`src/verilog/cpu_types_pkg.sv`:
```
`default_nettype none

package cpu_types_pkg;

   typedef logic [31:0] word_t;
   typedef logic [4:0]  regbits_t;

   typedef enum logic [5:0] {
      RTYPE = 6'h00,
      ADDIU = 6'h09,
      ORI   = 6'h0D,
      LUI   = 6'h0F,
      LW    = 6'h23,
      SW    = 6'h2B,
      HALT  = 6'h3F
   } opcode_t;

   typedef enum logic [5:0] {
      ADDU = 6'h21,
      SUBU = 6'h23,
      AND  = 6'h24,
      OR   = 6'h25,
      XOR  = 6'h26,
      SLT  = 6'h2A
   } funct_t;

   typedef struct packed {
      opcode_t    opcode;
      regbits_t   rs;
      regbits_t   rt;
      regbits_t   rd;
      logic [4:0] shamt;
      funct_t     funct;
   } r_type_t;

   typedef struct packed {
      opcode_t     opcode;
      regbits_t    rs;
      regbits_t    rt;
      logic [15:0] imm16;
   } i_type_t;

   // one issued word, viewed through whichever format its opcode selects
   typedef union packed {
      r_type_t r;
      i_type_t i;
   } instr_t;

   typedef enum logic [2:0] {
      ALU_ADD,
      ALU_SUB,
      ALU_AND,
      ALU_OR,
      ALU_XOR,
      ALU_SLT,
      ALU_PASSB
   } alu_op_t;

endpackage

`default_nettype wire

```
`src/verilog/pipe_pkg.sv`:
```
`default_nettype none

package pipe_pkg;

   import cpu_types_pkg::*;

   localparam int DMEM_WORDS  = 64;
   localparam int DMEM_ABITS  = 6;
   localparam int LINE_WORDS  = 4;
   localparam int MISS_CYCLES = 3;

   // the hit buffer tags a line by the word index without its offset bits
   localparam int LINE_TAG_W = DMEM_ABITS - $clog2(LINE_WORDS);
   localparam int MISS_CNT_W = $clog2(MISS_CYCLES + 1);

   // how execute forms its second operand
   typedef enum logic [1:0] {
      IMM_NONE,
      IMM_SIGN,
      IMM_ZERO,
      IMM_UPPER
   } imm_kind_t;

   typedef struct packed {
      logic        valid;
      alu_op_t     alu_op;
      word_t       rdat1;
      word_t       rdat2;
      logic [15:0] imm16;
      imm_kind_t   imm_kind;
      regbits_t    dest;
      logic        regwrite;
      logic        dmemREN;
      logic        dmemWEN;
      logic        halt;
   } dec_ex_t;

   typedef struct packed {
      logic     valid;
      word_t    aluResult;
      word_t    rdat2;
      regbits_t dest;
      logic     regwrite;
      logic     dmemREN;
      logic     dmemWEN;
      logic     halt;
   } ex_mem_t;

   typedef struct packed {
      logic     wen;
      regbits_t wsel;
      word_t    data;
   } wb_t;

endpackage

`default_nettype wire
```
`src/verilog/decode_stage.sv`:
```
`default_nettype none

module decode_stage import cpu_types_pkg::*, pipe_pkg::*; (
   input  logic    CLK,
   input  logic    nRST,
   input  instr_t  instr,
   input  logic    instr_valid,
   input  logic    mem_stall,
   input  logic    halted,
   input  wb_t     wb,
   output logic    stall,
   output dec_ex_t dec_ex
);

   word_t      regs [32];
   word_t      rdat1;
   word_t      rdat2;
   logic       reads_rs;
   logic       reads_rt;
   logic       hit_rs;
   logic       hit_rt;
   logic       latch_clear;
   logic       accept;
   logic       halt_pend;
   logic [1:0] rec_valid;
   regbits_t   rec_dest [2];
   dec_ex_t    dec_nxt;

   function automatic logic match(logic v, regbits_t d, regbits_t src);
      return v && (d == src);
   endfunction

   // a writeback on the bus this cycle is passed straight to the read
   assign rdat1 = (instr.i.rs == '0) ? '0 :
                  (wb.wen && wb.wsel == instr.i.rs) ? wb.data : regs[instr.i.rs];
   assign rdat2 = (instr.i.rt == '0) ? '0 :
                  (wb.wen && wb.wsel == instr.i.rt) ? wb.data : regs[instr.i.rt];

   always_comb begin
      reads_rs = 1'b0;
      reads_rt = 1'b0;
      case (instr.i.opcode)
         RTYPE, SW: begin
            reads_rs = 1'b1;
            reads_rt = 1'b1;
         end
         ADDIU, ORI, LW: reads_rs = 1'b1;
         default: ;
      endcase
   end

   // rec slot 0 mirrors execute and slot 1 the EX/MEM latch
   assign latch_clear = wb.wen && (wb.wsel == rec_dest[1]);
   assign hit_rs = match(dec_ex.valid && dec_ex.regwrite, dec_ex.dest, instr.i.rs)
                || match(rec_valid[0], rec_dest[0], instr.i.rs)
                || match(rec_valid[1] && !latch_clear, rec_dest[1], instr.i.rs);
   assign hit_rt = match(dec_ex.valid && dec_ex.regwrite, dec_ex.dest, instr.i.rt)
                || match(rec_valid[0], rec_dest[0], instr.i.rt)
                || match(rec_valid[1] && !latch_clear, rec_dest[1], instr.i.rt);

   assign stall  = (reads_rs && hit_rs) || (reads_rt && hit_rt) || mem_stall
                || halt_pend || halted;
   assign accept = instr_valid && !stall;

   always_comb begin
      dec_nxt          = '0;
      dec_nxt.valid    = 1'b1;
      dec_nxt.rdat1    = rdat1;
      dec_nxt.rdat2    = rdat2;
      dec_nxt.imm16    = instr.i.imm16;
      dec_nxt.dest     = instr.i.rt;
      dec_nxt.imm_kind = IMM_SIGN;
      case (instr.i.opcode)
         RTYPE: begin
            dec_nxt.imm_kind = IMM_NONE;
            dec_nxt.dest     = instr.r.rd;
            dec_nxt.regwrite = 1'b1;
            case (instr.r.funct)
               ADDU:    dec_nxt.alu_op = ALU_ADD;
               SUBU:    dec_nxt.alu_op = ALU_SUB;
               AND:     dec_nxt.alu_op = ALU_AND;
               OR:      dec_nxt.alu_op = ALU_OR;
               XOR:     dec_nxt.alu_op = ALU_XOR;
               SLT:     dec_nxt.alu_op = ALU_SLT;
               default: dec_nxt.regwrite = 1'b0;
            endcase
         end
         ADDIU: begin
            dec_nxt.alu_op   = ALU_ADD;
            dec_nxt.regwrite = 1'b1;
         end
         ORI: begin
            dec_nxt.alu_op   = ALU_OR;
            dec_nxt.imm_kind = IMM_ZERO;
            dec_nxt.regwrite = 1'b1;
         end
         LUI: begin
            dec_nxt.alu_op   = ALU_PASSB;
            dec_nxt.imm_kind = IMM_UPPER;
            dec_nxt.regwrite = 1'b1;
         end
         LW: begin
            dec_nxt.alu_op   = ALU_ADD;
            dec_nxt.regwrite = 1'b1;
            dec_nxt.dmemREN  = 1'b1;
         end
         SW: begin
            dec_nxt.alu_op  = ALU_ADD;
            dec_nxt.dmemWEN = 1'b1;
         end
         HALT:    dec_nxt.halt = 1'b1;
         default: ;
      endcase
      // writes to register 0 are dropped here so nothing downstream tracks them
      if (dec_nxt.dest == '0) begin
         dec_nxt.regwrite = 1'b0;
      end
   end

   always_ff @(posedge CLK, negedge nRST) begin
      if (!nRST) begin
         dec_ex    <= '0;
         rec_valid <= '0;
      end else if (!mem_stall) begin
         dec_ex    <= accept ? dec_nxt : '0;
         rec_valid <= {rec_valid[0], dec_ex.valid && dec_ex.regwrite};
      end
   end

   always_ff @(posedge CLK) begin
      if (!mem_stall) begin
         rec_dest[0] <= dec_ex.dest;
         rec_dest[1] <= rec_dest[0];
      end
   end

   // once a HALT is taken nothing more enters, until halted takes over
   always_ff @(posedge CLK, negedge nRST) begin
      if (!nRST) begin
         halt_pend <= 1'b0;
      end else if (halted) begin
         halt_pend <= 1'b0;
      end else if (accept && instr.i.opcode == HALT) begin
         halt_pend <= 1'b1;
      end
   end

   always_ff @(posedge CLK, negedge nRST) begin
      if (!nRST) begin
         for (int i = 0; i < 32; i++) begin
            regs[i] <= '0;
         end
      end else if (wb.wen) begin
         regs[wb.wsel] <= wb.data;
      end
   end

endmodule

`default_nettype wire

```
`config.mk`:
```
export PLATFORM = sky130hd
export DESIGN_NAME = decode_stage
export DESIGN_NICKNAME = d
export VERILOG_FILES = /design/src/verilog/cpu_types_pkg.sv /design/src/verilog/pipe_pkg.sv /design/src/verilog/decode_stage.sv
export SDC_FILE = /design/constraint.sdc
export NUM_CORES = 2
export LEC_CHECK = 0
export BUFFER_PORTS_ARGS = -buffer_cell sky130_fd_sc_hd__buf_2
export CORE_ASPECT_RATIO = 2
export CORE_UTILIZATION = 45
export CTS_CLUSTER_DIAMETER = 100
export DETAILED_ROUTE_END_ITERATION = 10
export HOLD_SLACK_MARGIN = 0.06
export SLEW_MARGIN = 30
export SYNTH_ARGS = -nofsm -noshare
export SYNTH_HDL_FRONTEND = slang
export SYNTH_SLANG_ARGS = --single-unit
```
`constraint.sdc`:
```
create_clock -name CLK -period 7.4 [get_ports CLK]
set_clock_uncertainty 0.1 [all_clocks]
set_input_delay 0.74 -clock CLK [delete_from_list [all_inputs] [get_ports CLK]]
set_output_delay 0.74 -clock CLK [all_outputs]
set_load 0.02 [all_outputs]
```
==> results list <==
- The slowest stage of the critical path belongs to the cell sky130_fd_sc_hd__buf_4.
- Origin of the worst min-delay path: halted
- Area added between synthesis and finish: 10.05%
- Minimum clock period: 3.919 ns
- Number of synthesis warnings: 0
- Number of nets in the finished design: 4,211
- Max stage delay on crit path: 0.52 ns
* Most instantiated library cell after synthesis: sky130_fd_sc_hd__mux2_2
* Syn_nets: 4,293
- The analysis attributes to net switching a power of 4.860 mW.
- Total global-route track usage: 0.3083
* Data arrival time of the critical path: 3.08 ns
- Die area: 133,600 sq um
- Of the total power, the share spent switching nets is 0.2767.
- Violation count after the first detailed-routing iteration: 3,460
- Clock root cell: sky130_fd_sc_hd__clkbuf_16
- Share of the synthesized area in compound gates (AO/OA/AOI/OAI): 0.06483
- TritonCTS built the clock tree.
- In the final timing run, aggregate negative setup slack is 0 ns.
* Ranking of synthesized cells by area: sky130_fd_sc_hd__dfrtp_1 (47%), sky130_fd_sc_hd__mux2_2 (21%), sky130_fd_sc_hd__mux4_2 (16%)
* Wire length of the first global-routing pass: 296,300 um
* H-tree levels: 3
- The count of buffers added on input and output ports is 170.
- Main synth FF type: sky130_fd_sc_hd__dfrtp_1
- In the routed design, unresolved DRC markers number 0.
- Number of placed instances with taps included: 5,738
- Number of synthesized flops with an enable pin: 10
- Reported max-cap violation count: 0
- Final count of pins violating max slew: 0
- Clock tree synthesis found a total of 1,132 sinks.
* Share of cell area taken by muxes after synthesis: 0.3893
- A synthesized cell averages 14.08 sq um.
* Layout cells sized above 1: 0.4869
- CTS Buf Count: 102
* Number of iterations in the first detailed-routing pass: 7
- Simple-gate area share of the yosys netlist: 0.02799
- Of the total synthesized cell area, the portion taken by XOR and XNOR cells is 0.006929.
* Total vias in the final route: 39.79k
* Share of synthesized area occupied by flip-flops and latches: 0.4777
* Worst path bufs/invs: 3
* Area after DPL: 61,630 sq um
* Power per standard cell area: 268.6 nW/um^2
- The initial antenna violation count came to 9.
* R2R Path Start: dec_ex[8]
* Share of total power in combinational logic: 0.199
- Clock slew at reported path FFs: 0.07 ns
- Number of top-level pins: 171
- In this run the worst hold path is classified as primary input to flop.
- Top cell type's share of synthesized area: 0.4726
- VDD sags by at most 194.5 uV.
- By area, the combinational part of the netlist is dominated by multiplexers.
- The number of cells on the worst reg-to-reg path is 8.
- The worst setup path is captured at a primary output.
- Insertion delay of the later-clocked pin in the worst-skew pair: 0.72 ns
- Commonest cells in the netlist: sky130_fd_sc_hd__mux2_2 (1,131), sky130_fd_sc_hd__dfrtp_1 (1,122), sky130_fd_sc_hd__mux4_2 (425)
- Top cell family by delay on the critical path: buffers and inverters
* Fmax: 255.1 MHz
* Hold Path Depth: 2
- Worst reg-to-reg setup slack: 4.41 ns
* Static Leak: 28.12 nW
- Cell taking the most area after synthesis: sky130_fd_sc_hd__dfrtp_1
* Remaining Overflow, GRT: 0
- Of all nets on the critical path, the largest fanout is 29.
- The cell area that synthesis handed to floorplanning was 59,410 sq um.
- Routability-driven placement finished with a final weighted congestion of 0.8151.
- The internal power of the cells totals 12.70 mW.
- The clock passes through at most 3 buffers.
* Wirelength per Cell: 34.43 um
- Number of global-route vias before repair: 40.80k
* Final core utilization: 0.4990
- The endpoint identified for the worst register-to-register timing path is dec_ex[60].
* Std-Cell Core Area: 131,000 sq um
- The floorplan has 188 rows.
- Of all flip-flops after synthesis, the portion carrying an async set or reset was 0.9912.
- Maximum number of pins on one net before global-route repair: 162
* Final Hold Violating Endpoints: 0
- The synthesized netlist contains 53 unique library cells.
* Total detailed-routing wirelength: 204,300 um
- Setup violations remaining at the end of the flow were counted as 0.
* Unrepaired setup endpoints after global routing: false
* Post-layout instance count excluding filler cells: 5,935
- The completed layout was analyzed and its total power is 17.56 mW.
* Effective utilization at floorplan: 0.4534
- Traced cell by cell, the critical path runs through buf_2, buf_4, xnor2_1, nand4_1, o32ai_1, a41o_1, a2111oi_4, nand2_1, buf_2.
- The wire-length estimate of the detail-placed layout is 116,800 um.
- The share of total power dissipated in the clock network is 0.333.
* Critical path required time: 6.56 ns
* Final cell area excluding filler cells: 65,380 sq um
- The share of total power dissipated in sequential elements is 0.467.
- Adder-cell area share of the yosys netlist: 0
- The worst setup path is launched from a primary input.
- Horizontal die dimension: 258.9 um
* Y dimension of the die: 515.8 um
- In the finished design, the share of the clock period the worst path needs comes to 0.5297.
* Number of synthesized register bits: 1,132
* Post-synthesis instance total: 4,218
- Transition time at the pin with the least slew margin: 1.073 ns
- CP Class: primary input to primary output
- Endpoint of the worst hold-timing path: halt_pend
* CP dominant cell by count: sky130_fd_sc_hd__buf_2
- Drt via density: 6.705
- In this run the tightest slew margin relative to its limit is 0.2845.
- Run status: complete, no violations
- The detail route stage leaves a number of antenna-violating nets equal to 0.
layout by cell type (no fill, tap or decap), types with 21 or more instances in the layout:
cell type,n
sky130_fd_sc_hd__a211oi_1,39
sky130_fd_sc_hd__a21oi_1,122
sky130_fd_sc_hd__a22o_1,23
sky130_fd_sc_hd__a22oi_1,84
sky130_fd_sc_hd__buf_2,161
sky130_fd_sc_hd__buf_4,72
sky130_fd_sc_hd__clkbuf_16,107
sky130_fd_sc_hd__clkbuf_8,24
sky130_fd_sc_hd__dfrtp_1,1122
sky130_fd_sc_hd__inv_1,24
sky130_fd_sc_hd__mux2_2,1131
sky130_fd_sc_hd__mux2i_1,82
sky130_fd_sc_hd__mux4_2,425
sky130_fd_sc_hd__nand2_1,145
sky130_fd_sc_hd__nor2_1,33
sky130_fd_sc_hd__nor3_1,58
sky130_fd_sc_hd__o21ai_0,45
sky130_fd_sc_hd__o21ai_1,30
sky130_fd_sc_hd__o22ai_1,110
sky130_fd_sc_hd__o31ai_1,35
sky130_fd_sc_hd__xnor2_1,21
sky130_fd_sc_hd__xor2_1,26
metrics by stage:
step	hold WS [ns]	worst slack, ns
global placement	0.3612	3.064
CTS	0.1141	3.499
floorplan	0.3444	4.322
finish	0.1605	3.481
detailed placement	0.3683	3.133
global route	0.1640	3.396
logic make-up (layout without fill, tap and decap cells):
family	after synthesis	count (layout)
compound gates	573	573
xor+xnor	47	47
buf+inv	468	471
flops	1132	1132
mux	1638	1638
other cells	0	4
simple gates	360	360
metal layers:
layer,track usage,up-vias,share of wire
met5,0,-,0.00033
li1,-,15930,-
met3,0.04833,477,0.064
met1,0.3833,21680,0.38
met2,0.5220,1700,0.50
met4,0.1474,12,0.053
sequential cells by signal, summed over array words and instances, names as in the netlist:
name and count:
dec_ex 95, rec_dest 10, halt_pend 1, rec_valid 2
regs 1024
power groups by stage:
| stage | sequential (mW) | combinational (mW) | clock, mW |
|---|---|---|---|
| after global routing | 8.34 | 3.74 | 6.14 |
| final | 8.21 | 3.50 | 5.85 |
| after floorplan | 7.98 | 2.66 | 0 |
| after detailed placement | 8.29 | 3.50 | 0 |
| after global placement | 8.23 | 3.43 | 0 |
| after CTS | 8.18 | 3.51 | 5.93 |
worst max-delay path by stage:
| stage | endpoint | from | cells after the start |
|---|---|---|---|
| floorplan | stall | wb[33] | 7 |
| global placement | dec_ex[34] | instr[17] | 10 |
| detailed placement | dec_ex[63] | instr[22] | 8 |
| CTS | stall | instr[19] | 9 |
| global route | stall | instr[19] | 9 |
| finish | stall | instr[19] | 9 |
cell type report:
cell class / count / area, sq um
antenna: 4 / 10.01
clock buffer: 150 / 3079
clock inverter: 39 / 559.3
fill: 11180 / 65640
inverter: 24 / 90.09
multi-input combinational: 2618 / 29320
sequential: 1132 / 28380
tap: 1710 / 2140
timing repair buffer: 258 / 1799
timing repair:
item | 4_1_cts | 5_1_grt
setup buffers | 0 | 0
hold buffers | 1 | 0
hold endpoints to repair | 33 | 0
resized for setup | 0 | 0
(Power assumes the default switching activity.)
