--- src/verilog/cpu_types_pkg.sv ---
`default_nettype none

package cpu_types_pkg;

   typedef logic [31:0] word_t;
   typedef logic [4:0]  regbits_t;

   typedef enum logic [5:0] {
      RTYPE = 6'h00,
      ADDIU = 6'h09,
      ORI   = 6'h0D,
      LUI   = 6'h0F,
      LW    = 6'h23,
      SW    = 6'h2B,
      HALT  = 6'h3F
   } opcode_t;

   typedef enum logic [5:0] {
      ADDU = 6'h21,
      SUBU = 6'h23,
      AND  = 6'h24,
      OR   = 6'h25,
      XOR  = 6'h26,
      SLT  = 6'h2A
   } funct_t;

   typedef struct packed {
      opcode_t    opcode;
      regbits_t   rs;
      regbits_t   rt;
      regbits_t   rd;
      logic [4:0] shamt;
      funct_t     funct;
   } r_type_t;

   typedef struct packed {
      opcode_t     opcode;
      regbits_t    rs;
      regbits_t    rt;
      logic [15:0] imm16;
   } i_type_t;

   // one issued word, viewed through whichever format its opcode selects
   typedef union packed {
      r_type_t r;
      i_type_t i;
   } instr_t;

   typedef enum logic [2:0] {
      ALU_ADD,
      ALU_SUB,
      ALU_AND,
      ALU_OR,
      ALU_XOR,
      ALU_SLT,
      ALU_PASSB
   } alu_op_t;

endpackage

`default_nettype wire

--- src/verilog/pipe_pkg.sv ---
`default_nettype none

package pipe_pkg;

   import cpu_types_pkg::*;

   localparam int DMEM_WORDS  = 64;
   localparam int DMEM_ABITS  = 6;
   localparam int LINE_WORDS  = 4;
   localparam int MISS_CYCLES = 3;

   // the hit buffer tags a line by the word index without its offset bits
   localparam int LINE_TAG_W = DMEM_ABITS - $clog2(LINE_WORDS);
   localparam int MISS_CNT_W = $clog2(MISS_CYCLES + 1);

   // how execute forms its second operand
   typedef enum logic [1:0] {
      IMM_NONE,
      IMM_SIGN,
      IMM_ZERO,
      IMM_UPPER
   } imm_kind_t;

   typedef struct packed {
      logic        valid;
      alu_op_t     alu_op;
      word_t       rdat1;
      word_t       rdat2;
      logic [15:0] imm16;
      imm_kind_t   imm_kind;
      regbits_t    dest;
      logic        regwrite;
      logic        dmemREN;
      logic        dmemWEN;
      logic        halt;
   } dec_ex_t;

   typedef struct packed {
      logic     valid;
      word_t    aluResult;
      word_t    rdat2;
      regbits_t dest;
      logic     regwrite;
      logic     dmemREN;
      logic     dmemWEN;
      logic     halt;
   } ex_mem_t;

   typedef struct packed {
      logic     wen;
      regbits_t wsel;
      word_t    data;
   } wb_t;

endpackage

`default_nettype wire
--- src/verilog/ex_mem_latch.sv ---
`default_nettype none

module ex_mem_latch import pipe_pkg::*; (
   input  logic    CLK,
   input  logic    nRST,
   input  ex_mem_t ex_in,
   input  logic    dhit,
   output ex_mem_t ex_mem,
   output logic    mem_stall
);

   logic pending;

   // a data access sits here until the memory stage answers with dhit
   assign pending   = ex_mem.valid && (ex_mem.dmemREN || ex_mem.dmemWEN);
   assign mem_stall = pending && !dhit;

   always_ff @(posedge CLK, negedge nRST) begin
      if (!nRST) begin
         ex_mem <= '0;
      end else if (!mem_stall) begin
         ex_mem <= ex_in;
      end
   end

endmodule

`default_nettype wire

--- config.mk ---
export PLATFORM = sky130hd
export DESIGN_NAME = ex_mem_latch
export DESIGN_NICKNAME = d
export VERILOG_FILES = /design/src/verilog/cpu_types_pkg.sv /design/src/verilog/pipe_pkg.sv /design/src/verilog/ex_mem_latch.sv
export SDC_FILE = /design/constraint.sdc
export NUM_CORES = 1
export LEC_CHECK = 0
export ABC_AREA = 1
export BUFFER_PORTS_ARGS = -buffer_cell sky130_fd_sc_hd__buf_2
export CORE_ASPECT_RATIO = 0.9
export CORE_MARGIN = 2
export CORE_UTILIZATION = 41
export DETAILED_ROUTE_END_ITERATION = 8
export HOLD_SLACK_MARGIN = 0.02
export PLACE_DENSITY = 0.76
export SLEW_MARGIN = 20
export SYNTH_ARGS = -nofsm -noshare
export SYNTH_HDL_FRONTEND = slang
export SYNTH_SLANG_ARGS = --single-unit
--- constraint.sdc ---
create_clock -name CLK -period 0.95 [get_ports CLK]
set_input_delay 0.095 -clock CLK [delete_from_list [all_inputs] [get_ports CLK]]
set_output_delay 0.095 -clock CLK [all_outputs]
set_load 0.01 [all_outputs]
==> flow_summary.json, run 1 <==
{
  "fin_ws_ns": -0.3342,
  "vdd_drop_max_v": 0.001028,
  "synth_seq_cells": 74,
  "p_sw_share_pct": 29.42,
  "reg.largest.list": "ex_mem (74)",
  "die_w_um": 93.55,
  "n_antenna_cell": 0,
  "final_common_cell": "nand2_1",
  "largest_register_ffs": 74,
  "hold_ws_ns": 0.2955,
  "power_density_nw_per_um2": 1545,
  "max_freq_mhz": 778.7,
  "synth_nets": 402,
  "numPortBuffers": 151,
  "min_period_over_period_pct": 135.2,
  "ys_warn_count": 0,
  "drcViolationCount": 0,
  "wl_per_cell_um": 15.81,
  "relSlewSlack_pct": 73.68,
  "dieArea_um2": 7914,
  "core_area_um2": 7039,
  "crit_type": "reg -> reg",
  "first_pass_iters": 5,
  "cts_buffers": 9,
  "cts.htree.levels": 3,
  "cts.sinks": 74,
  "clockBufferDepth": 2,
  "fin_skew_ns": 0.009347,
  "avgSynthCellArea_um2": 9.105,
  "run_status": "finished, violations left",
  "final_util_pct": 77.07,
  "multiInputGateArea_um2": 963.4,
  "setup_viol": 128,
  "arrival_ns": 1.55,
  "drtAntennaViolNets": 0,
  "overflow": 0,
  "hpwl_mm": 4.988,
  "dr_total_vias": 3391,
  "cts_root_buf": "clkbuf_8",
  "power.share.clock_pct": 25.4,
  "synth_top_area_share_pct": 62.58,
  "path_max_fanout": 14,
  "cp-end-kind": "register",
  "synthTopCellsByArea": "dfrtp_1 63%, nand2_1 19%, nand3_1 12%, buf_2 2.7%, buf_6 2.3%",
  "yosysSeqAreaShare_pct": 62.58,
  "grt_pass1_wl_mm": 16.00,
  "min_period_ns": 1.284,
  "cp.required_ns": 1.22,
  "grt_util_all_layers_pct": 26.21,
  "initial_utilization_pct": 42.04,
  "regArea_um2": 1852,
  "grt_pass1_vias": 3375,
  "rows": 29,
  "tightest_slew_ns": 0.3948,
  "drv_cap": 0,
  "viasPerCell": 4.858,
  "largest_register": "ex_mem",
  "die_h_um": 84.60,
  "grt_start_max_net_pins": 75,
  "path_clk_slew_ns": 0.07,
  "power_frac_comb_pct": 30.0,
  "yosysUniqueCellTypes": 10,
  "fin_tns_setup_ns": -19.20,
  "syn_area_um2": 2959,
  "final_cell_mix": "149 x nand2_1, 137 x buf_2, 75 x dlygate4sd3_1",
  "cellLeakagePower_nw": 3.000,
  "routed_wl_mm": 11.04,
  "insertion_delay_ns": 0.34,
  "switchingPower_mw": 2.466,
  "hp-class": "in -> async",
  "worstSetupStartpointType": "register",
  "gp_congestion": 0.6892,
  "antenna_found_initial": 0,
  "drive_gt1_share_pct": 39.17,
  "nNetsFinal": 678,
  "slew_violations": 0,
  "p_int_mw": 5.918,
  "ios": 152,
  "drtIter0Drc": 199,
  "violations": "negative setup slack",
  "fillers": 479,
  "area_delta_synth_final_pct": 83.34,
  "cts_tree": "done",
  "yosysTopAreaCell": "dfrtp_1",
  "rsz0062_at_grt": "true",
  "finalHoldViolations": 0,
  "p_seq_share_pct": 44.6,
  "synth_cells": 325
}
[Yosys cell counts, drive strengths merged]
cell,n
buf,23
dfrtp,74
nor2,1
inv,5
nand3,71
nand2,151
[kinds of logic (layout without fill, tap and decap cells)]
| family | Yosys count | after routing | synth area share (%) |
|---|---|---|---|
| buffers and inverters | 28 | 308 | 5.877 |
| AND/OR/NAND/NOR | 223 | 223 | 31.54 |
| flip-flops | 74 | 74 | 62.58 |
[power by group through the flow]
stage          clock (mW)  combinational, mW  sequential, mW
2_1_floorplan           0              0.632            3.93
3_3_place_gp            0               1.55            3.75
3_5_place_dp            0               1.58            3.76
4_1_cts              2.20               2.19            3.70
5_1_grt              2.35               2.70            3.76
6_report             2.13               2.51            3.74
[metal layers]
metal / global-route usage [%] / share of wire (%) / up-vias
met2: 47.02 / 53 / 163
met1: 30.24 / 38 / 1631
met3: 7.989 / 8.0 / 14
met4: 7.510 / 1.4 / 0
met5: 0 / 0 / -
li1: - / - / 1583
[per-stage QoR]
stage	std cells	setup WS, ns	power (mW)	area, µm²
2_1_floorplan	325	-0.1166	4.566	2975
3_3_place_gp	556	-0.1420	5.301	3839
3_5_place_dp	556	-0.1860	5.343	3839
4_1_cts	673	-0.3492	8.089	5150
5_1_grt	698	-0.4165	8.812	5425
6_report	698	-0.3342	8.384	5425
[final timing paths]
kind / cells past startpoint / from / to / slack [ns]
worst min register to register: 2 / ex_mem[8]$_DFFE_PN0N_ / ex_mem[8]$_DFFE_PN0N_ / 0.51
max in group asynchronous: 3 / nRST / ex_mem[23]$_DFFE_PN0N_ / 0.33
worst max register to register: 6 / ex_mem[73]$_DFFE_PN0N_ / ex_mem[27]$_DFFE_PN0N_ / -0.33
worst min-delay path: 3 / nRST / ex_mem[17]$_DFFE_PN0N_ / 0.30
worst max-delay path: 6 / ex_mem[73]$_DFFE_PN0N_ / ex_mem[27]$_DFFE_PN0N_ / -0.33
min in group CLK: 7 / dhit / ex_mem[53]$_DFFE_PN0N_ / 0.38
[area by class of cell]
| cell class | count | share of cell area (%) |
|---|---|---|
| inverters | 5 | 0.3921 |
| repair buffers | 288 | 42.44 |
| flip-flops and latches | 74 | 34.13 |
| well taps | 93 | 2.145 |
| clock buffers | 12 | 2.860 |
| multi-input cells | 223 | 17.76 |
| clock inverters | 3 | 0.2768 |
[worst max-delay path, stage by stage (launching register included)]
cell	delay [ns]
dfrtp_1	0.36
inv_2	0.05
nor2_4	0.11
buf_4	0.21
bufbuf_16	0.31
nand3_1	0.08
nand2_1	0.10
[timing repair]
action / in CTS / in global routing
endpoints found under the setup margin: 149 / 149
cloned: 5 / 2
endpoints found under the hold margin: 148 / 0
hold buffers: 75 / 0
pin swaps: 3 / 2
resized for setup: 18 / 16
buffers inserted: 23 / 24
Power figures use the tool's default switching activity.
==> inputs of run 2 (changes only) <==
--- a/config.mk
+++ b/config.mk
@@ -7,12 +7,14 @@
 export LEC_CHECK = 0
 export ABC_AREA = 1
 export BUFFER_PORTS_ARGS = -buffer_cell sky130_fd_sc_hd__buf_2
+export CELL_PAD_IN_SITES_DETAIL_PLACEMENT = 0
+export CELL_PAD_IN_SITES_GLOBAL_PLACEMENT = 2
 export CORE_ASPECT_RATIO = 0.9
 export CORE_MARGIN = 2
-export CORE_UTILIZATION = 41
+export CORE_UTILIZATION = 25
 export DETAILED_ROUTE_END_ITERATION = 8
 export HOLD_SLACK_MARGIN = 0.02
-export PLACE_DENSITY = 0.76
+export PLACE_DENSITY_LB_ADDON = 0.1
 export SLEW_MARGIN = 20
 export SYNTH_ARGS = -nofsm -noshare
 export SYNTH_HDL_FRONTEND = slang
==> constraint.sdc (replaced) <==
create_clock -name CLK -period 1.2 [get_ports CLK]
set_input_delay 0.12 -clock CLK [delete_from_list [all_inputs] [get_ports CLK]]
set_output_delay 0.12 -clock CLK [all_outputs]
set_load 0.01 [all_outputs]
==> run 2 against run 1 <==
Net effect:
- the run still ends with negative setup slack left
- register-to-register slack gained 0.28 ns
- cell area is 6.5% lower
- wire length fell by 16%
- via count decreased by 11%
- clock-buffer cell count unchanged
- combinational power fell by 38%
- clock skew decreased by 0.0038 ns
- non-clock buffer count down 42
- first-iteration DRC count shrank 9.5%
- critical endpoint is now mem_stall
- highest routed layer unchanged
==> flow_summary.json, run 2 (synthesized netlist as in run 1, its figures left out) <==
{
  "run_status": "finished, violations left",
  "violations": "negative setup slack",
  "worstSetupStartpointType": "register",
  "crit_type": "reg -> out",
  "n_antenna_cell": 0,
  "rrSetupSlack_ns": -0.05,
  "hpwl_mm": 5.904,
  "clockBufferDepth": 2,
  "slew_violations": 0,
  "cellLeakagePower_nw": 2.755,
  "arrival_ns": 1.16,
  "grt_pass1_wl_mm": 15.24,
  "crit_family": "flip-flops",
  "cp-end-kind": "output port",
  "switchingPower_mw": 1.902,
  "tightest_slew_ns": 0.4088,
  "cts.sinks": 74,
  "fin_area_um2": 5070,
  "min_period_ns": 1.278,
  "p_int_mw": 5.015,
  "critPathBufInv": 4,
  "reg.largest.list": "ex_mem (74)",
  "area_delta_synth_final_pct": 71.33,
  "power_density_nw_per_um2": 1365,
  "grt_start_max_net_pins": 75,
  "p_sw_share_pct": 27.50,
  "grt_pass1_vias": 3006,
  "nNetsFinal": 636,
  "rsz0062_at_grt": "true",
  "p_seq_share_pct": 42.4,
  "rows": 37,
  "viasPerCell": 4.177,
  "max_freq_mhz": 782.7,
  "vdd_drop_max_v": 0.0009095,
  "drtIter0Drc": 180,
  "fin_tns_setup_ns": -0.4216,
  "dr_total_vias": 3003,
  "placed_cell_area_um2": 3902,
  "finalHoldViolations": 0,
  "routed_wl_mm": 9.320,
  "first_pass_iters": 4,
  "drcViolationCount": 0,
  "initial_utilization_pct": 25.77,
  "insertion_delay_ns": 0.33,
  "die_h_um": 107.2,
  "wl_per_cell_um": 12.96,
  "core_area_um2": 11480,
  "drv_cap": 0,
  "path_clk_slew_ns": 0.06,
  "die_w_um": 118.7,
  "crit_path_top_delay_cell": "dfrtp_1",
  "ios": 152,
  "path_cells": "inv_2, nor2_4, nand2_4, buf_12, inv_4, buf_6",
  "overflow": 0,
  "drive_gt1_share_pct": 34.10,
  "power.share.clock_pct": 35.2,
  "setup_viol": 10,
  "power_frac_comb_pct": 22.4,
  "cts.htree.levels": 3,
  "totalPowerFinal_mw": 6.918,
  "dp.cells": 622,
  "min_period_over_period_pct": 106.5,
  "fin_cells": 719,
  "grt_util_all_layers_pct": 15.14,
  "antenna_found_initial": 0,
  "cp.required_ns": 1.08,
  "dieArea_um2": 12720,
  "gp_congestion": 0.6821,
  "largest_register_ffs": 74,
  "path_max_fanout": 2,
  "fillers": 1181,
  "numPortBuffers": 151,
  "relSlewSlack_pct": 72.75,
  "final_util_pct": 44.16,
  "cts_buffers": 9,
  "critPathMaxStageDelay_ns": 0.35,
  "drtAntennaViolNets": 0,
  "pre_cts_slack_ns": 0.04922,
  "final_cell_mix": "149 x nand2_1, 149 x buf_2, 75 x dlygate4sd3_1",
  "hp-class": "in -> async",
  "cts_tree": "done",
  "hold_ws_ns": 0.3440,
  "fin_skew_ns": 0.005570,
  "largest_register": "ex_mem",
  "cts_root_buf": "clkbuf_16",
  "fin_ws_ns": -0.07756
}
[run 2: cell type report]
cell class	count	area, µm²	share of cell area (%)
Inverter	5	21.27	0.4195
Tap cell	156	195.2	3.850
Multi-Input combinational cell	223	948.4	18.71
Clock buffer	12	256.5	5.059
Timing Repair Buffer	246	1782	35.14
Sequential cell	74	1852	36.53
Clock inverter	3	15.01	0.2962
[run 2: worst register-to-register path, stage by stage, from the launching register on]
cell       delay, ns
dfrtp_1         0.35
inv_2           0.05
nor2_4          0.11
nand2_4         0.07
buf_4           0.17
bufbuf_16       0.28
nand2_1         0.05
nand2_1         0.05
[run 2: layer usage]
layer / wire length, µm / vias up / global-route usage, %
li1: - / 1497 / -
met4: 116 / 0 / 4.847
met3: 522 / 10 / 4.202
met5: 0 / - / 0
met1: 4240 / 1388 / 20.15
met2: 4440 / 108 / 23.89
[run 2: worst paths after layout]
check | startpoint | to | cells after the start
setup / recovery | ex_mem[73]$_DFFE_PN0N_ | mem_stall | 6
hold / removal | nRST | ex_mem[71]$_DFFE_PN0N_ | 3
setup reg to reg | ex_mem[73]$_DFFE_PN0N_ | ex_mem[10]$_DFFE_PN0N_ | 7
hold reg to reg | ex_mem[45]$_DFFE_PN0N_ | ex_mem[45]$_DFFE_PN0N_ | 2
max in group asynchronous | nRST | ex_mem[30]$_DFFE_PN0N_ | 3
min in group CLK | dhit | ex_mem[1]$_DFFE_PN0N_ | 6
[run 2: power by group through the flow]
stage / sequential [mW] / clock, mW / combinational (mW)
5_1_grt: 2.97 / 2.67 / 1.72
3_3_place_gp: 2.98 / 0 / 1.28
2_1_floorplan: 3.11 / 0 / 0.491
3_5_place_dp: 2.98 / 0 / 1.28
6_report: 2.93 / 2.43 / 1.55
4_1_cts: 2.94 / 2.54 / 1.55
[run 2: repair_timing]
action	in CTS	in global routing
pin swaps	3	1
hold endpoints to repair	148	0
resized for setup	6	13
setup buffers	6	0
gates cloned	1	0
endpoints found under the setup margin	1	75
hold buffers	75	0
==> inputs of run 3 (changes only) <==
==> constraint.sdc (replaced) <==
create_clock -name CLK -period 1.2 [get_ports CLK]
set_input_delay 0.06 -clock CLK [delete_from_list [all_inputs] [get_ports CLK]]
set_output_delay 0.06 -clock CLK [all_outputs]
set_load 0.01 [all_outputs]
==> run 3 against run 2 <==
Net effect:
- the run still ends with negative setup slack left
- non-clock buffer count is 2 higher
- clock power increased by 11%
- clock skew shrank 0.0024 ns
- total power up 4.9%
- sequential cell count unchanged
- setup slack better by 0.044 ns
- clock-buffer cell count is 2 higher
- cell count up 0.42%
- hold slack lost 0.043 ns
- die area stayed put
- largest power group unchanged
==> flow_summary.json, run 3 (synthesized netlist as in run 1, its figures left out) <==
{
  "drv_cap": 0,
  "insertion_delay_ns": 0.32,
  "dieArea_um2": 12720,
  "run_status": "finished, violations left",
  "cp-end-kind": "output port",
  "busiest_layer": "met2",
  "hpwl_mm": 5.946,
  "vdd_drop_max_v": 0.0008823,
  "relSlewSlack_pct": 72.35,
  "grt_start_max_net_pins": 75,
  "die_w_um": 118.7,
  "crit_type": "reg -> out",
  "fin_cells": 722,
  "largest_register": "ex_mem",
  "die_h_um": 107.2,
  "worst-r2r-cell-count": 7,
  "fin_skew_ns": 0.003155,
  "fin_ws_ns": -0.03341,
  "drcViolationCount": 0,
  "gp_congestion": 0.6702,
  "finalHoldViolations": 0,
  "dr_total_vias": 3044,
  "numPortBuffers": 151,
  "path_clk_slew_ns": 0.05,
  "n_antenna_cell": 0,
  "worstSetupStartpointType": "register",
  "final_common_cell": "buf_2",
  "core_area_um2": 11480,
  "placed_cell_area_um2": 3915,
  "grt_pass1_vias": 3100,
  "arrival_ns": 1.17,
  "hp-class": "in -> async",
  "cts.htree.levels": 3,
  "nNetsFinal": 638,
  "fillers": 1216,
  "cts_root_buf": "clkbuf_16",
  "tightest_slew_ns": 0.4147,
  "min_period_over_period_pct": 102.8,
  "totalPowerFinal_mw": 7.258,
  "r2r-start": "ex_mem[73]$_DFFE_PN0N_",
  "pre_cts_slack_ns": 0.04882,
  "area_delta_synth_final_pct": 75.31,
  "grt_util_all_layers_pct": 15.26,
  "fin_area_um2": 5187,
  "rsz0062_at_grt": "true",
  "rrSetupSlack_ns": 0.03,
  "path_max_fanout": 2,
  "setup_viol": 1,
  "use_met1_pct": 19.12,
  "rows": 37,
  "cts_tree": "done",
  "initial_utilization_pct": 25.77,
  "max_freq_mhz": 810.8,
  "hold_ws_ns": 0.3012,
  "routed_wl_mm": 9.742,
  "drtAntennaViolNets": 0,
  "cp.required_ns": 1.14,
  "overflow": 0,
  "cts_buffers": 9,
  "use_met3_pct": 4.628,
  "final_util_pct": 45.18,
  "clockBufferDepth": 2,
  "gr-usage-met2_pct": 24.92,
  "first_pass_iters": 4,
  "fin_tns_setup_ns": -0.03341,
  "slew_violations": 0,
  "drive_gt1_share_pct": 34.28,
  "r2r_end": "ex_mem[30]$_DFFE_PN0N_",
  "grt_pass1_wl_mm": 15.26,
  "cts.sinks": 74,
  "drtIter0Drc": 118,
  "viasPerCell": 4.216,
  "final_cell_mix": "149 x buf_2, 148 x nand2_1, 75 x dlygate4sd3_1",
  "reg.largest.list": "ex_mem (74)",
  "largest_register_ffs": 74,
  "violations": "negative setup slack",
  "power_density_nw_per_um2": 1399,
  "min_period_ns": 1.233,
  "ios": 152,
  "dp.cells": 622,
  "cellLeakagePower_nw": 2.792,
  "wl_per_cell_um": 13.49,
  "antenna_found_initial": 0
}
-- run 3: cell count changes in the layout (fill, tap and decap cells not counted), moves of 2 or more --
| cell | change |
|---|---|
| clkbuf_16 | +2 |
| clkinv_2 | -2 |
| buf_12 | +4 |
| buf_8 | -2 |
| clkbuf_1 | +2 |
-- run 3: metal layers --
metal,vias to the layer above,wire length [µm]
li1,1504,-
met1,1424,4262
met2,99,4717
met3,17,540
met4,0,222
met5,-,0
-- run 3: worst max path at each step --
stage | from | to | slack (ns) | cells past startpoint
after floorplan | ex_mem[2]$_DFFE_PN0N_ | ex_mem[19]$_DFFE_PN0N_ | 0.11 | 7
after global routing | ex_mem[73]$_DFFE_PN0N_ | mem_stall | -0.10 | 6
after CTS | ex_mem[73]$_DFFE_PN0N_ | mem_stall | -0.08 | 6
after detailed placement | ex_mem[1]$_DFFE_PN0N_ | ex_mem[24]$_DFFE_PN0N_ | 0.05 | 6
after global placement | ex_mem[2]$_DFFE_PN0N_ | mem_stall | 0.08 | 6
final | ex_mem[73]$_DFFE_PN0N_ | mem_stall | -0.03 | 6
-- run 3: layout make-up --
type	count	area (µm²)	area share [%]
Inverter	5	23.77	0.4583
Timing Repair Buffer	248	1858	35.82
Multi-Input combinational cell	223	959.7	18.50
Sequential cell	74	1852	35.70
Clock buffer	14	264.0	5.089
Tap cell	156	195.2	3.763
Clock inverter	2	35.03	0.6753
-- run 3: report_power, final --
part           leakage (nW)  switching [mW]  internal [mW]  total (mW)
logic                  1.76           0.830          0.788        1.62
clock network         0.147           0.979           1.72        2.70
registers             0.880           0.155           2.78        2.94
-- run 3: timing repair --
action / in CTS / in global routing
endpoints found under the setup margin: 1 / 75
buffers inserted: 6 / 0
endpoints found under the hold margin: 148 / 0
pin swaps: 3 / 1
hold buffers: 75 / 0
gates resized for setup: 7 / 20
cloned: 1 / 2
-- run 3: worst max-delay path, cell delays in order, from the launching register on --
cell and delay (ns):
dfrtp_1 0.35, inv_2 0.05, nor2_4 0.15, nand2_8 0.07, buf_12 0.13, clkinv_4 0.03
buf_6 0.08
